==> src/logic/tele_pkg.sv <==
package tele_pkg;

  // Widths of the watched controller state
  localparam int FSM_BITS = 5;
  localparam int DDL_BITS = 3;
  localparam int CMD_BITS = 3;

  // One record prints as six hex digits
  localparam int REC_BITS = 24;
  localparam int DIGITS = REC_BITS / 4;

  // Sent after the last digit of each record
  localparam logic [7:0] LINE_END = 8'h0A;

  // Received character that requests a dump
  localparam logic [7:0] DUMP_CMD = "a";

  // Record layout, MSB first
  typedef struct packed {
    logic [3:0]          pad;
    logic [FSM_BITS-1:0] fsm_state;
    logic [FSM_BITS-1:0] fsm_snext;
    logic [DDL_BITS-1:0] ddl_state;
    logic [CMD_BITS-1:0] cfg_cmd;
    logic                cfg_rst_n;
    logic                cfg_run;
    logic                cfg_req;
    logic                cfg_ref;
  } rec_t;

  // Dump control FSM
  typedef enum logic [1:0] {
    IDLE,
    DUMP,
    DRAIN
  } dump_state_e;

  // Hex conversion FSM
  typedef enum logic [1:0] {
    WAIT,
    DIGIT,
    EOL
  } hex_state_e;

endpackage

==> src/logic/dump_ctrl.sv <==
module dump_ctrl (
  input  logic       clock,
  input  logic       arst_n,
  input  logic       send_ni,
  input  logic       rx_valid_i,
  input  logic [7:0] rx_data_i,
  input  logic       fifo_empty_i,
  input  logic       hex_busy_i,
  input  logic       tx_ready_i,
  output logic       dumping_o
);

  import tele_pkg::*;

  dump_state_e state_q;
  dump_state_e state_d;
  logic        send_meta;
  logic        send_sync;
  logic        send_prev;
  logic        btn_fall;
  logic        cmd_hit;

  // Button idles high, so the chain resets to one
  always_ff @(posedge clock or negedge arst_n) begin
    if (!arst_n) begin
      send_meta <= 1'b1;
      send_sync <= 1'b1;
      send_prev <= 1'b1;
    end else begin
      send_meta <= send_ni;
      send_sync <= send_meta;
      send_prev <= send_sync;
    end
  end

  assign btn_fall = send_prev & ~send_sync;
  assign cmd_hit  = rx_valid_i && (rx_data_i == DUMP_CMD);

  always_comb begin
    state_d = state_q;
    case (state_q)
      IDLE: begin
        if (btn_fall || cmd_hit) begin
          state_d = DUMP;
        end
      end
      DUMP: begin
        if (fifo_empty_i) begin
          state_d = DRAIN;
        end
      end
      // Wait for the last character to leave the line
      DRAIN: begin
        if (fifo_empty_i && !hex_busy_i && tx_ready_i) begin
          state_d = IDLE;
        end
      end
      default: state_d = IDLE;
    endcase
  end

  always_ff @(posedge clock or negedge arst_n) begin
    if (!arst_n) begin
      state_q <= IDLE;
    end else begin
      state_q <= state_d;
    end
  end

  assign dumping_o = (state_q != IDLE);

endmodule

==> src/logic/tele_capture.sv <==
module tele_capture #(
  parameter int DEPTH = 16
) (
  input  logic                          clock,
  input  logic                          arst_n,
  input  logic [tele_pkg::FSM_BITS-1:0] fsm_state_i,
  input  logic [tele_pkg::FSM_BITS-1:0] fsm_snext_i,
  input  logic [tele_pkg::DDL_BITS-1:0] ddl_state_i,
  input  logic [tele_pkg::CMD_BITS-1:0] cfg_cmd_i,
  input  logic                          cfg_rst_ni,
  input  logic                          cfg_run_i,
  input  logic                          cfg_req_i,
  input  logic                          cfg_ref_i,
  input  logic                          dumping_i,
  output logic                          rec_valid_o,
  input  logic                          rec_ready_i,
  output tele_pkg::rec_t                rec_data_o,
  output logic                          fifo_empty_o,
  output logic [$clog2(DEPTH):0]        level_o
);

  import tele_pkg::*;

  localparam int PTR_BITS = $clog2(DEPTH);
  localparam int LVL_BITS = PTR_BITS + 1;

  rec_t                rec_now;
  rec_t                rec_prev;
  rec_t                mem [DEPTH];
  logic [PTR_BITS-1:0] wptr_q;
  logic [PTR_BITS-1:0] rptr_q;
  logic [LVL_BITS-1:0] level_q;
  logic                changed;
  logic                full;
  logic                push;
  logic                pop;

  always_comb begin
    rec_now           = '0;
    rec_now.fsm_state = fsm_state_i;
    rec_now.fsm_snext = fsm_snext_i;
    rec_now.ddl_state = ddl_state_i;
    rec_now.cfg_cmd   = cfg_cmd_i;
    rec_now.cfg_rst_n = cfg_rst_ni;
    rec_now.cfg_run   = cfg_run_i;
    rec_now.cfg_req   = cfg_req_i;
    rec_now.cfg_ref   = cfg_ref_i;
  end

  // Compare value tracks the inputs even while frozen
  always_ff @(posedge clock or negedge arst_n) begin
    if (!arst_n) begin
      rec_prev <= '0;
    end else begin
      rec_prev <= rec_now;
    end
  end

  assign changed = (rec_now != rec_prev);
  assign full    = (level_q == LVL_BITS'(DEPTH));
  assign push    = changed && !dumping_i && !full;
  assign pop     = rec_valid_o && rec_ready_i;

  always_ff @(posedge clock) begin
    if (push) begin
      mem[wptr_q] <= rec_now;
    end
  end

  // Pointers wrap on their own since DEPTH is a power of two
  always_ff @(posedge clock or negedge arst_n) begin
    if (!arst_n) begin
      wptr_q  <= '0;
      rptr_q  <= '0;
      level_q <= '0;
    end else begin
      if (push) begin
        wptr_q <= wptr_q + 1'b1;
      end
      if (pop) begin
        rptr_q <= rptr_q + 1'b1;
      end
      case ({push, pop})
        2'b10:   level_q <= level_q + 1'b1;
        2'b01:   level_q <= level_q - 1'b1;
        default: level_q <= level_q;
      endcase
    end
  end

  assign fifo_empty_o = (level_q == '0);
  assign rec_valid_o  = !fifo_empty_o;
  assign rec_data_o   = mem[rptr_q];
  assign level_o      = level_q;

endmodule

==> src/logic/hex_dump.sv <==
module hex_dump (
  input  logic           clock,
  input  logic           arst_n,
  input  logic           dumping_i,
  input  logic           rec_valid_i,
  output logic           rec_ready_o,
  input  tele_pkg::rec_t rec_data_i,
  output logic           tx_valid_o,
  input  logic           tx_ready_i,
  output logic [7:0]     tx_data_o,
  output logic           hex_busy_o
);

  import tele_pkg::*;

  localparam int CNT_BITS = $clog2(DIGITS);

  hex_state_e          state_q;
  logic [REC_BITS-1:0] shift_q;
  logic [CNT_BITS-1:0] cnt_q;
  logic                pop;
  logic                sent;

  // Nibble to upper-case ASCII
  function automatic logic [7:0] to_ascii(input logic [3:0] nib);
    if (nib < 4'd10) begin
      return 8'("0") + 8'(nib);
    end
    return 8'("A") + 8'(nib) - 8'd10;
  endfunction

  assign rec_ready_o = dumping_i && (state_q == WAIT);
  assign pop         = rec_valid_i && rec_ready_o;
  assign tx_valid_o  = (state_q != WAIT);
  assign sent        = tx_valid_o && tx_ready_i;
  assign hex_busy_o  = (state_q != WAIT);

  always_comb begin
    if (state_q == EOL) begin
      tx_data_o = LINE_END;
    end else begin
      tx_data_o = to_ascii(shift_q[REC_BITS-1 -: 4]);
    end
  end

  // Most significant digit goes out first
  always_ff @(posedge clock) begin
    if (pop) begin
      shift_q <= rec_data_i;
    end else if (sent && state_q == DIGIT) begin
      shift_q <= {shift_q[REC_BITS-5:0], 4'h0};
    end
  end

  always_ff @(posedge clock or negedge arst_n) begin
    if (!arst_n) begin
      state_q <= WAIT;
      cnt_q   <= '0;
    end else begin
      case (state_q)
        WAIT: begin
          if (pop) begin
            state_q <= DIGIT;
            cnt_q   <= '0;
          end
        end
        DIGIT: begin
          if (sent) begin
            cnt_q <= cnt_q + 1'b1;
            if (cnt_q == CNT_BITS'(DIGITS - 1)) begin
              state_q <= EOL;
            end
          end
        end
        EOL: begin
          if (sent) begin
            state_q <= WAIT;
          end
        end
        default: state_q <= WAIT;
      endcase
    end
  end

endmodule

==> src/logic/uart_tx.sv <==
module uart_tx #(
  parameter int CLKS_PER_BIT = 434
) (
  input  logic       clock,
  input  logic       arst_n,
  input  logic       tx_valid_i,
  output logic       tx_ready_o,
  input  logic [7:0] tx_data_i,
  output logic       uart_tx_o
);

  localparam int DIV_BITS = $clog2(CLKS_PER_BIT);

  logic                busy_q;
  logic [DIV_BITS-1:0] div_q;
  logic [3:0]          bit_q;
  logic [8:0]          shift_q;
  logic                line_q;
  logic                bit_end;

  assign tx_ready_o = !busy_q;
  assign bit_end    = (div_q == DIV_BITS'(CLKS_PER_BIT - 1));

  // Data bits then the stop bit, shifted out LSB first
  always_ff @(posedge clock) begin
    if (tx_valid_i && !busy_q) begin
      shift_q <= {1'b1, tx_data_i};
    end else if (busy_q && bit_end) begin
      shift_q <= {1'b1, shift_q[8:1]};
    end
  end

  always_ff @(posedge clock or negedge arst_n) begin
    if (!arst_n) begin
      busy_q <= 1'b0;
      div_q  <= '0;
      bit_q  <= '0;
      line_q <= 1'b1;
    end else if (!busy_q) begin
      if (tx_valid_i) begin
        busy_q <= 1'b1;
        div_q  <= '0;
        bit_q  <= '0;
        // Start bit
        line_q <= 1'b0;
      end
    end else if (bit_end) begin
      div_q <= '0;
      if (bit_q == 4'd9) begin
        busy_q <= 1'b0;
      end else begin
        line_q <= shift_q[0];
        bit_q  <= bit_q + 1'b1;
      end
    end else begin
      div_q <= div_q + 1'b1;
    end
  end

  assign uart_tx_o = line_q;

endmodule

==> src/logic/uart_rx.sv <==
module uart_rx #(
  parameter int CLKS_PER_BIT = 434
) (
  input  logic       clock,
  input  logic       arst_n,
  input  logic       uart_rx_i,
  output logic       rx_valid_o,
  output logic [7:0] rx_data_o
);

  localparam int DIV_BITS = $clog2(CLKS_PER_BIT);

  logic                rx_meta;
  logic                rx_sync;
  logic                rx_prev;
  logic                busy_q;
  logic [DIV_BITS-1:0] div_q;
  logic [3:0]          bit_q;
  logic [7:0]          shift_q;
  logic                valid_q;

  // Line idles high
  always_ff @(posedge clock or negedge arst_n) begin
    if (!arst_n) begin
      rx_meta <= 1'b1;
      rx_sync <= 1'b1;
      rx_prev <= 1'b1;
    end else begin
      rx_meta <= uart_rx_i;
      rx_sync <= rx_meta;
      rx_prev <= rx_sync;
    end
  end

  // Data bits arrive LSB first
  always_ff @(posedge clock) begin
    if (busy_q && div_q == '0 && bit_q != 4'd0 && bit_q != 4'd9) begin
      shift_q <= {rx_sync, shift_q[7:1]};
    end
  end

  always_ff @(posedge clock or negedge arst_n) begin
    if (!arst_n) begin
      busy_q  <= 1'b0;
      div_q   <= '0;
      bit_q   <= '0;
      valid_q <= 1'b0;
    end else begin
      valid_q <= 1'b0;
      if (!busy_q) begin
        if (rx_prev && !rx_sync) begin
          // Half a bit to land in the middle of the start bit
          busy_q <= 1'b1;
          div_q  <= DIV_BITS'(CLKS_PER_BIT / 2 - 1);
          bit_q  <= '0;
        end
      end else if (div_q != '0) begin
        div_q <= div_q - 1'b1;
      end else begin
        div_q <= DIV_BITS'(CLKS_PER_BIT - 1);
        bit_q <= bit_q + 1'b1;
        if (bit_q == 4'd0 && rx_sync) begin
          // Glitch, not a start bit
          busy_q <= 1'b0;
        end else if (bit_q == 4'd9) begin
          busy_q  <= 1'b0;
          valid_q <= rx_sync;
        end
      end
    end
  end

  assign rx_valid_o = valid_q;
  assign rx_data_o  = shift_q;

endmodule

==> src/logic/tele_uart_top.sv <==
module tele_uart_top #(
  parameter int DEPTH = 16,
  parameter int CLKS_PER_BIT = 434
) (
  input  logic                          clock,
  input  logic                          arst_n,
  input  logic [tele_pkg::FSM_BITS-1:0] fsm_state_i,
  input  logic [tele_pkg::FSM_BITS-1:0] fsm_snext_i,
  input  logic [tele_pkg::DDL_BITS-1:0] ddl_state_i,
  input  logic [tele_pkg::CMD_BITS-1:0] cfg_cmd_i,
  input  logic                          cfg_rst_ni,
  input  logic                          cfg_run_i,
  input  logic                          cfg_req_i,
  input  logic                          cfg_ref_i,
  input  logic                          send_ni,
  input  logic                          uart_rx_i,
  output logic                          uart_tx_o,
  output logic [$clog2(DEPTH):0]        tele_level_o,
  output logic                          dumping_o
);

  import tele_pkg::*;

  // Record stream
  logic       rec_valid;
  logic       rec_ready;
  rec_t       rec_data;
  logic       fifo_empty;
  logic       hex_busy;

  // Character streams
  logic       tx_valid;
  logic       tx_ready;
  logic [7:0] tx_data;
  logic       rx_valid;
  logic [7:0] rx_data;

  dump_ctrl i_dump_ctrl (
    .clock        (clock),
    .arst_n       (arst_n),
    .send_ni      (send_ni),
    .rx_valid_i   (rx_valid),
    .rx_data_i    (rx_data),
    .fifo_empty_i (fifo_empty),
    .hex_busy_i   (hex_busy),
    .tx_ready_i   (tx_ready),
    .dumping_o    (dumping_o)
  );

  tele_capture #(
    .DEPTH (DEPTH)
  ) i_tele_capture (
    .clock        (clock),
    .arst_n       (arst_n),
    .fsm_state_i  (fsm_state_i),
    .fsm_snext_i  (fsm_snext_i),
    .ddl_state_i  (ddl_state_i),
    .cfg_cmd_i    (cfg_cmd_i),
    .cfg_rst_ni   (cfg_rst_ni),
    .cfg_run_i    (cfg_run_i),
    .cfg_req_i    (cfg_req_i),
    .cfg_ref_i    (cfg_ref_i),
    .dumping_i    (dumping_o),
    .rec_valid_o  (rec_valid),
    .rec_ready_i  (rec_ready),
    .rec_data_o   (rec_data),
    .fifo_empty_o (fifo_empty),
    .level_o      (tele_level_o)
  );

  hex_dump i_hex_dump (
    .clock       (clock),
    .arst_n      (arst_n),
    .dumping_i   (dumping_o),
    .rec_valid_i (rec_valid),
    .rec_ready_o (rec_ready),
    .rec_data_i  (rec_data),
    .tx_valid_o  (tx_valid),
    .tx_ready_i  (tx_ready),
    .tx_data_o   (tx_data),
    .hex_busy_o  (hex_busy)
  );

  uart_tx #(
    .CLKS_PER_BIT (CLKS_PER_BIT)
  ) i_uart_tx (
    .clock      (clock),
    .arst_n     (arst_n),
    .tx_valid_i (tx_valid),
    .tx_ready_o (tx_ready),
    .tx_data_i  (tx_data),
    .uart_tx_o  (uart_tx_o)
  );

  uart_rx #(
    .CLKS_PER_BIT (CLKS_PER_BIT)
  ) i_uart_rx (
    .clock      (clock),
    .arst_n     (arst_n),
    .uart_rx_i  (uart_rx_i),
    .rx_valid_o (rx_valid),
    .rx_data_o  (rx_data)
  );

endmodule

==> config.mk <==
export PLATFORM = sky130hd
export DESIGN_NAME = tele_uart_top
export DESIGN_NICKNAME = d
export VERILOG_FILES = /design/src/logic/tele_pkg.sv /design/src/logic/dump_ctrl.sv /design/src/logic/tele_capture.sv /design/src/logic/hex_dump.sv /design/src/logic/uart_tx.sv /design/src/logic/uart_rx.sv /design/src/logic/tele_uart_top.sv
export SDC_FILE = /design/constraint.sdc
export NUM_CORES = 1
export LEC_CHECK = 0
export ABC_AREA = 1
export BUFFER_PORTS_ARGS = -buffer_cell sky130_fd_sc_hd__buf_2
export CAP_MARGIN = 10
export CORE_MARGIN = 5
export CORE_UTILIZATION = 65
export CTS_CLUSTER_DIAMETER = 30
export DETAILED_ROUTE_END_ITERATION = 7
export GPL_TIMING_DRIVEN = 0
export PLACE_DENSITY = 0.84
export SLEW_MARGIN = 40
export SYNTH_ARGS = -nofsm -noshare
export SYNTH_HDL_FRONTEND = slang
export SYNTH_SLANG_ARGS = --single-unit
==> constraint.sdc <==
create_clock -name clock -period 6.95 [get_ports clock]
set_input_delay 0.3475 -clock clock [delete_from_list [all_inputs] [get_ports clock]]
set_output_delay 0.3475 -clock clock [all_outputs]
set_load 0.05 [all_outputs]
==> results of run 1 <==
-- worst max path at each step --
stage	start	end	slack [ns]	cells after the start
2_1_floorplan	i_tele_capture.level_o[1]	i_tele_capture.level_o[4]	4.30	14
3_3_place_gp	fsm_snext_i[3]	i_tele_capture.mem[8][6]	3.30	10
3_5_place_dp	fsm_state_i[1]	i_tele_capture.level_o[4]	3.24	19
4_1_cts	i_tele_capture.rec_prev[18]	i_tele_capture.level_o[4]	3.37	17
5_1_grt	i_tele_capture.rec_prev[18]	i_tele_capture.level_o[4]	3.06	17
6_report	i_tele_capture.rec_prev[18]	i_tele_capture.level_o[4]	3.24	17
-- state kept, by name, summed over array words and instances (netlist names), 3 cells and up --
signal / cells
i_uart_tx.div_q: 9
i_tele_capture.mem: 320
i_hex_dump.shift_q: 24
i_tele_capture.level_o: 5
i_tele_capture.wptr_q: 4
i_uart_tx.shift_q: 8
i_tele_capture.rptr_q: 4
i_uart_rx.rx_data_o: 8
i_uart_rx.bit_q: 4
i_uart_rx.div_q: 9
i_tele_capture.rec_prev: 20
i_uart_tx.bit_q: 4
i_hex_dump.cnt_q: 3
-- report_power, final --
| part | total (mW) | internal, mW | leakage [nW] | switching (mW) |
|---|---|---|---|---|
| clock | 3.75 | 2.45 | 1.24 | 1.31 |
| sequential | 3.40 | 3.22 | 4.17 | 0.177 |
| combinational | 3.24 | 0.896 | 2.74 | 2.34 |
-- Yosys cell counts (18+ instances only) --
| library cell | instances |
|---|---|
| nand3_1 | 56 |
| buf_2 | 20 |
| clkbuf_1 | 31 |
| xor2_1 | 18 |
| o21ai_0 | 155 |
| nand2_1 | 194 |
| inv_1 | 88 |
| o21ai_1 | 48 |
| dfrtp_1 | 69 |
| ha_1 | 20 |
| nor2_1 | 306 |
| o211ai_1 | 69 |
| edfxtp_1 | 360 |
-- area by class of cell --
cell class              instances  area, µm²
well taps                     378        473
fillers                      1360       5850
repair buffers                 50        504
plain buffers                  74        422
clock inverters                46        614
clock buffers                  87       1960
inverters                      91        342
flip-flops and latches        436      12700
multi-input cells             945       4740
-- kinds of logic after synthesis --
| group | after synthesis | share of synthesized area |
|---|---|---|
| buf+inv | 165 | 0.0422 |
| simple gates | 584 | 0.129 |
| fa+ha+maj | 20 | 0.0138 |
| flops | 436 | 0.703 |
| xor+xnor | 27 | 0.0131 |
| compound gates | 314 | 0.0988 |
-- timing repair --
| action | in CTS | in global routing |
|---|---|---|
| gates resized for setup | 0 | 0 |
| hold buffers | 3 | 0 |
| hold endpoints to repair | 30 | 0 |
| setup endpoints to repair | 0 | 0 |
-- layer usage --
metal / GRT usage / vias to the layer above / wire length, µm
met1: 0.416 / 6537 / 17000
met5: 0 / - / 72
met3: 0.0897 / 310 / 6990
met4: 0.184 / 4 / 3410
met2: 0.548 / 1251 / 24700
li1: - / 5686 / -
==> results, run 1 <==
- The maximum fanout along the worst path is 11.
- The transition time at the pin with the least slew margin is 0.782 ns.
- The critical path goes through nor2_1 -> nor2_1 -> nor2_1 -> nand2_1 -> nor2_1 -> nand3_1 -> nand3_1 -> buf_2 -> ha_1 -> xor2_1 -> ha_1 -> inv_1 -> nand2_1 -> a31oi_1 -> xor2_1 -> nand2_1 -> nand2_1.
- Dividing the synthesized area by the synthesized cell count gives 11.7 µm².
- For the worst setup path, the data arrival time is 4.16 ns.
- Between clock sinks in the finished design, the worst skew comes to 0.0272 ns.
- Setup slack on the critical path of the routed design comes to 3.24 ns.
- Counting I/O delays and the setup requirement, the final critical path takes 3.71 ns.
- The number of sinks on the clock net is 436.
- The placer's final routability congestion estimate is 0.915.
- In this run the most critical hold path is launched from cfg_rst_ni.
- Setup violations remaining at the end of the flow were counted as 0.
- The routed design has 52.1 mm of wire.
- The final net count is 1715.
- The library cell occupying the most area in the post-synthesis netlist is edfxtp_1.
- The number of global-route vias before repair is 13907.
- The endpoint identified for the worst register-to-register timing path is i_tele_capture.level_o[4].
- For this design the top-level I/O count stands at 31.
- Ranked by total cell area, the synthesized netlist is headed by edfxtp_1 (60%), dfrtp_1 (9.5%), nor2_1 (6.3%).
- The wire-length estimate of the detail-placed layout is 29.5 mm.
- The insertion delay of the later-clocked pin in the worst-skew pair is 0.58 ns.
- The share of synthesized area in the top cell type comes to 0.597.
- The number of port buffers is 30.
- The synthesized netlist contains 41 unique library cells.
- For this run, the number of standard cells in the final layout without fillers is 2107.
- The path with the worst hold slack has its endpoint at i_tele_capture.rec_prev[3].
- The first detailed-routing pass ran for 8 iterations.
- At the worst endpoint, the required time is 7.40 ns.
- Of all flip-flops after synthesis, the portion carrying an async set or reset was 0.174.
- After clock tree synthesis, the clock-pin slew on the worst setup and hold paths is 0.05 ns.
- The flow ran to the end, and the final reports show no timing, DRC or antenna violations.
- The routed layout has 13788 vias.
- The number of antenna diodes in the final layout is 0.
- Entering global routing, the biggest net connects 49 pins.
- The effective utilization at floorplan is 0.655.
- Synthesis inferred 436 register bits.
- The root buffer cell chosen for the clock tree is clkbuf_16.
- The critical path's largest stage delay is 0.49 ns.
- The fraction of final layout cells sized beyond drive strength 1 is 0.145.
- The share of the cycle needed by the critical path after routing is 0.533.
- Compared with the post-synthesis result, the final layout area differs by 20.3%.
- The count of max-cap constraint violations is 0.
- The overall routing resource usage is 0.337.
- The finished cells cover 21800 µm².
- The first routing iteration left 2601 violations.
- Of the synthesized area, sequential elements account for 0.703.
- The reg-to-reg startpoint is i_tele_capture.rec_prev[18].
- The y dimension of the die is 177 µm.
- The post-synthesis instance area is 18100 µm².
- On the critical path the largest part of the delay comes from simple AND/OR/NAND/NOR gates.
- The prevailing post-synth register cell is edfxtp_1.
- The total nets after synthesis is 1590.
- The initial antenna violation count is 2.
- The gate count of the mapped netlist is 1546.
- At the placement stage, the worst setup path has a slack of 3.24 ns.
- The completed layout was analyzed and its total power is 10.4 mW.
- Along the worst hold path, the cell count comes to 1.
- The floorplan step set the die width to 177 µm.
- In this run the number of H-tree levels came out at 3.
- The number of enable flip-flop cells after synthesis is 360.
- The final antenna-violating net count is 0.
- The largest voltage drop on the vdd net is 352 µV.
- After global routing the overflow that remains totals 0.
- The cell count after placement is 1971.
- The first global-routing pass estimated 79.2 mm of wire.
- The worst setup path is launched from a flip-flop.
- The total power divided by cell area is 477 nW/µm².
- The most common library cell in the layout ignoring fill and taps is edfxtp_1.
- The number of cells on the worst reg-to-reg path is 17.
- In this run the cell area measured after placement is 19200 µm².
- The number of failing hold endpoints at the final stage is 0.
- The worst setup path is captured at a flip-flop.
- For flop-to-flop paths, the worst setup slack is 3.24 ns.
- The path class of the tightest hold or removal check is input pin to flip-flop.
- The buffer count from post-CTS setup fixing is 0.
- The average via count per standard cell is 6.54.
- The die covers 31300 µm².
- The leakage dissipation is 8.15 nW.
- The CTS tree is built.
- Measured against its own limit, the worst slew margin works out to 0.479.
- Static timing analysis puts the maximum clock frequency at 270 MHz.
- Together, buffers and inverters on the worst path number 2.
- The floorplan has 61 rows.
- The max-slew violation count is 0.
- The library cells used most frequently in the layout, excluding fill and tap cells, are edfxtp_1 (360), nor2_1 (289), nand2_1 (193).
- The total number of yosys warnings is 0.
- The tightest hold margin is 0.0941 ns.
- Setup repair after global routing left no endpoint under its margin.
- For this run, the share of the core covered by cells in the final layout is 0.788.
- The total DRC errors in the routed layout is 0.
- The clock passes through at most 3 buffers.
- The region available for standard cell placement spans 27600 µm².
- The accumulated negative setup slack is 0 ns.
- TritonCTS created 73 clock buffers.
- The slowest stage of the critical path is the buf_2 cell.
- The post-detailed-route wirelength per cell is 24.7 µm.
- The critical path is of the flip-flop to flip-flop type.
(Power assumes the default switching activity.)
==> run 2: changes to the inputs <==
--- a/config.mk
+++ b/config.mk
@@ -9,11 +9,11 @@
 export BUFFER_PORTS_ARGS = -buffer_cell sky130_fd_sc_hd__buf_2
 export CAP_MARGIN = 10
 export CORE_MARGIN = 5
-export CORE_UTILIZATION = 65
+export CORE_UTILIZATION = 63
 export CTS_CLUSTER_DIAMETER = 30
 export DETAILED_ROUTE_END_ITERATION = 7
 export GPL_TIMING_DRIVEN = 0
-export PLACE_DENSITY = 0.84
+export PLACE_DENSITY = 0.82
 export SLEW_MARGIN = 40
 export SYNTH_ARGS = -nofsm -noshare
 export SYNTH_HDL_FRONTEND = slang
==> constraint.sdc (replaced) <==
create_clock -name clock -period 3.48 [get_ports clock]
set_input_delay 0.174 -clock clock [delete_from_list [all_inputs] [get_ports clock]]
set_output_delay 0.174 -clock clock [all_outputs]
set_load 0.05 [all_outputs]
==> results, run 2 (synthesis results as in run 1) <==
- The clock period minus final worst setup slack is 3.40 ns.
- The data arrival time at the worst-slack endpoint is 3.89 ns (-0.27 ns).
- The initial antenna violation count is 2 (unchanged).
- More flip-flops sit in one register than any other, and that register is i_tele_capture.mem.
- The insertion delay of the later-clocked pin in the worst-skew pair came to 0.58 ns (about the same).
- The initial DRC count was 2287 (-12%).
- The total power draw is 20.5 mW (+97%).
- The area of the core was 28500 µm² (+3.3%).
- The slowest stage of the critical path belongs to the cell dlygate4sd3_1.
- The average via count per standard cell is 6.43 (-1.7%).
- The number of cells on the worst reg-to-reg path is 14 (-3).
- The total congestion overflow is 0 (unchanged).
- The critical path is of the input pin to flip-flop type.
- The placer's final routability congestion estimate is 0.925 (+1.1%).
- The final net count came to 1735 (+1.2%).
- Walking the worst path, the cells encountered are dlygate4sd3_1 -> clkbuf_4 -> nor2_1 -> nor2_1 -> nor2_1 -> nand2_1 -> nor2_1 -> nand3_2 -> nand3_1 -> buf_6 -> ha_1 -> xor2_1 -> ha_1 -> inv_1 -> nand2_1 -> a31oi_1 -> xor2_1 -> nand2_1 -> nand2_1.
- The critical path's largest stage delay is 0.55 ns (+0.06 ns).
- The most common library cell in the layout ignoring fill and taps is edfxtp_1.
- The total DRC errors in the routed layout is 0 (unchanged).
- The cell sitting at the root of the clock tree is a clkbuf_16.
- For this run, the top clock speed supported by timing is 294 MHz.
- The final antenna-violating net count is 0 (unchanged).
- Of the available clock period, the critical path in the final layout requires 0.976.
- The placement row count was 62 (+1.6%).
- The placed wire-length estimate is 29.2 mm (-1.0%).
- The area growth from synthesis to layout is 21.5%.
- The count of max-cap constraint violations is 0 (unchanged).
- The launching element type of the critical path is an input pin.
- The total power divided by cell area is 932 nW/µm² (+95%).
- Grouping stages by cell kind, the critical path spends the most delay in simple AND/OR/NAND/NOR gates.
- The number of sinks on the clock net is 436 (unchanged).
- The largest voltage drop on the vdd net was 600 µV (+70%).
- The category of the worst setup path capture point is a flip-flop.
- The worst path buffer plus inverter count is 4 (+2).
- The effective utilization at floorplan was 0.634 (-0.0211).
- The fraction of final layout cells sized beyond drive strength 1 is 0.144 (-0.000682).
- The wire length of the first global-routing pass is 78.7 mm (-0.68%).
- The clock slew at the register clock pins of the worst setup and hold paths was 0.05 ns (about the same).
- The number of failing hold endpoints at the final stage is 0 (unchanged).
- The width of the chip was 179 µm (+1.5%).
- The worst slew margin relative to its limit is 0.480 (+0.00133).
- The post-detailed-route wirelength per cell was 24.3 µm (-1.6%).
- The number of buffers added by the clock tree synthesis step is 73 (unchanged).
- The overall routing resource usage is 0.315 (-0.0222).
- The maximum buffer depth of the clock tree is 3 (unchanged).
- The number of port buffers is 30 (unchanged).
- The number of flip-flops under the largest register name is 320 (unchanged).
- The run finished with clean final reports.
- The total length of routed wires is 52.0 mm (-0.18%).
- In the layout the commonest cells are edfxtp_1 (360), nor2_1 (289), nand2_1 (193).
- The final number of setup-violating endpoints is 0 (unchanged).
- The max-slew violation count is 0 (unchanged).
- The leakage dissipation is 8.23 nW (+0.98%).
- The pin count of the biggest net entering global routing was 58 (+18%).
- The maximum fanout along the worst path came to 19 (+8).
- The transition time at the pin with the least slew margin was 0.780 ns (-0.00200 ns).
- The worst endpoint required time came to 3.97 ns (-3.43 ns).
- The final non-filler cell total is 2138 (+1.5%).
- The instance count on the critical path is 19 (+2).
- The internal reg-to-reg setup slack is 0.10 ns (-3.14 ns).
- The y dimension of the die is 179 µm (+1.5%).
- The length of the first detailed-routing pass in iterations is 6 (-2).
- The CTS tree is built.
- The cell count after placement was 1977 (+0.30%).
- In the final layout, the registers with the most flip-flops are i_tele_capture.mem (320), i_hex_dump.shift_q (24), i_tele_capture.rec_prev (20).
- The final setup skew is 0.0366 ns (+0.00941 ns).
- The capture instance of the worst register-to-register path is i_tele_capture.level_o[4].
- The floorplan die area was 32200 µm² (+3.0%).
- The depth of the CTS H-tree came to 3 (unchanged).
- The number of global-route vias before repair is 13693 (-1.5%).
- The class of the worst hold path is input pin to asynchronous set/reset pin.
- The number of placed I/O pins is 31 (unchanged).
- The reg-to-reg startpoint is i_dump_ctrl.state_q[0].
- The total via count in the routed design was 13748 (-0.29%).
## run 2: changes by cell type in the layout (fill, tap and decap cells not counted), sizes merged, moves of 3 or more
cell,previous run,this run
dlygate4sd3,3,23
buf,86,77
clkbuf,122,130
inv,98,103
bufinv,11,8
diode,0,3
## run 2: layout make-up
| class | count | area, µm² |
|---|---|---|
| Antenna cell | 3 | 7.51 |
| Tap cell | 384 | 480 |
| Sequential cell | 436 | 12700 |
| Clock buffer | 86 | 1930 |
| Inverter | 91 | 342 |
| Clock inverter | 49 | 554 |
| Buffer | 74 | 428 |
| Fill cell | 1483 | 6550 |
| Multi-Input combinational cell | 945 | 4740 |
| Timing Repair Buffer | 70 | 790 |
## run 2: worst max-delay path by stage
stage / startpoint / endpoint / slack [ns]
floorplan: i_tele_capture.level_o[1] / i_tele_capture.level_o[4] / 0.83
global placement: fsm_snext_i[3] / i_tele_capture.mem[0][11] / -0.06
detailed placement: fsm_state_i[3] / i_tele_capture.level_o[4] / 0.06
CTS: cfg_ref_i / i_tele_capture.level_o[4] / 0.03
global route: fsm_snext_i[1] / i_tele_capture.level_o[4] / -0.003
finish: cfg_ref_i / i_tele_capture.level_o[4] / 0.08
## run 2: repair_timing
item / in CTS / in global routing
gates resized for setup: 1 / 11
buffers inserted: 0 / 0
hold buffers: 23 / 0
endpoints found under the setup margin: 1 / 2
endpoints found under the hold margin: 92 / 0
## run 2: metal layers
metal / vias to the layer above / GRT usage / wire length, µm
li1: 5732 / - / -
met1: 6492 / 0.392 / 17600
met2: 1229 / 0.515 / 24600
met3: 293 / 0.0788 / 6580
met4: 2 / 0.167 / 3280
met5: - / 0 / 13
## run 2: metrics by stage
stage | setup WS, ns | hold WS (ns) | util | setup TNS [ns] | cell area, µm²
2_1_floorplan | 0.829 | -0.122 | - | 0 | 18100
3_3_place_gp | -0.0565 | 0.280 | 0.656 | -3.19 | 18700
3_5_place_dp | 0.0567 | 0.0386 | 0.674 | 0 | 19200
4_1_cts | 0.0310 | 0.0295 | 0.769 | 0 | 22000
5_1_grt | -0.00324 | 0.0592 | 0.770 | -0.00324 | 22000
6_report | 0.0819 | 0.0400 | 0.770 | 0 | 22000
## run 2: report_power, final
| part | total, mW | switching, mW | internal (mW) |
|---|---|---|---|
| Combinational | 6.43 | 4.62 | 1.81 |
| Clock | 7.27 | 2.64 | 4.62 |
| Sequential | 6.79 | 0.355 | 6.44 |
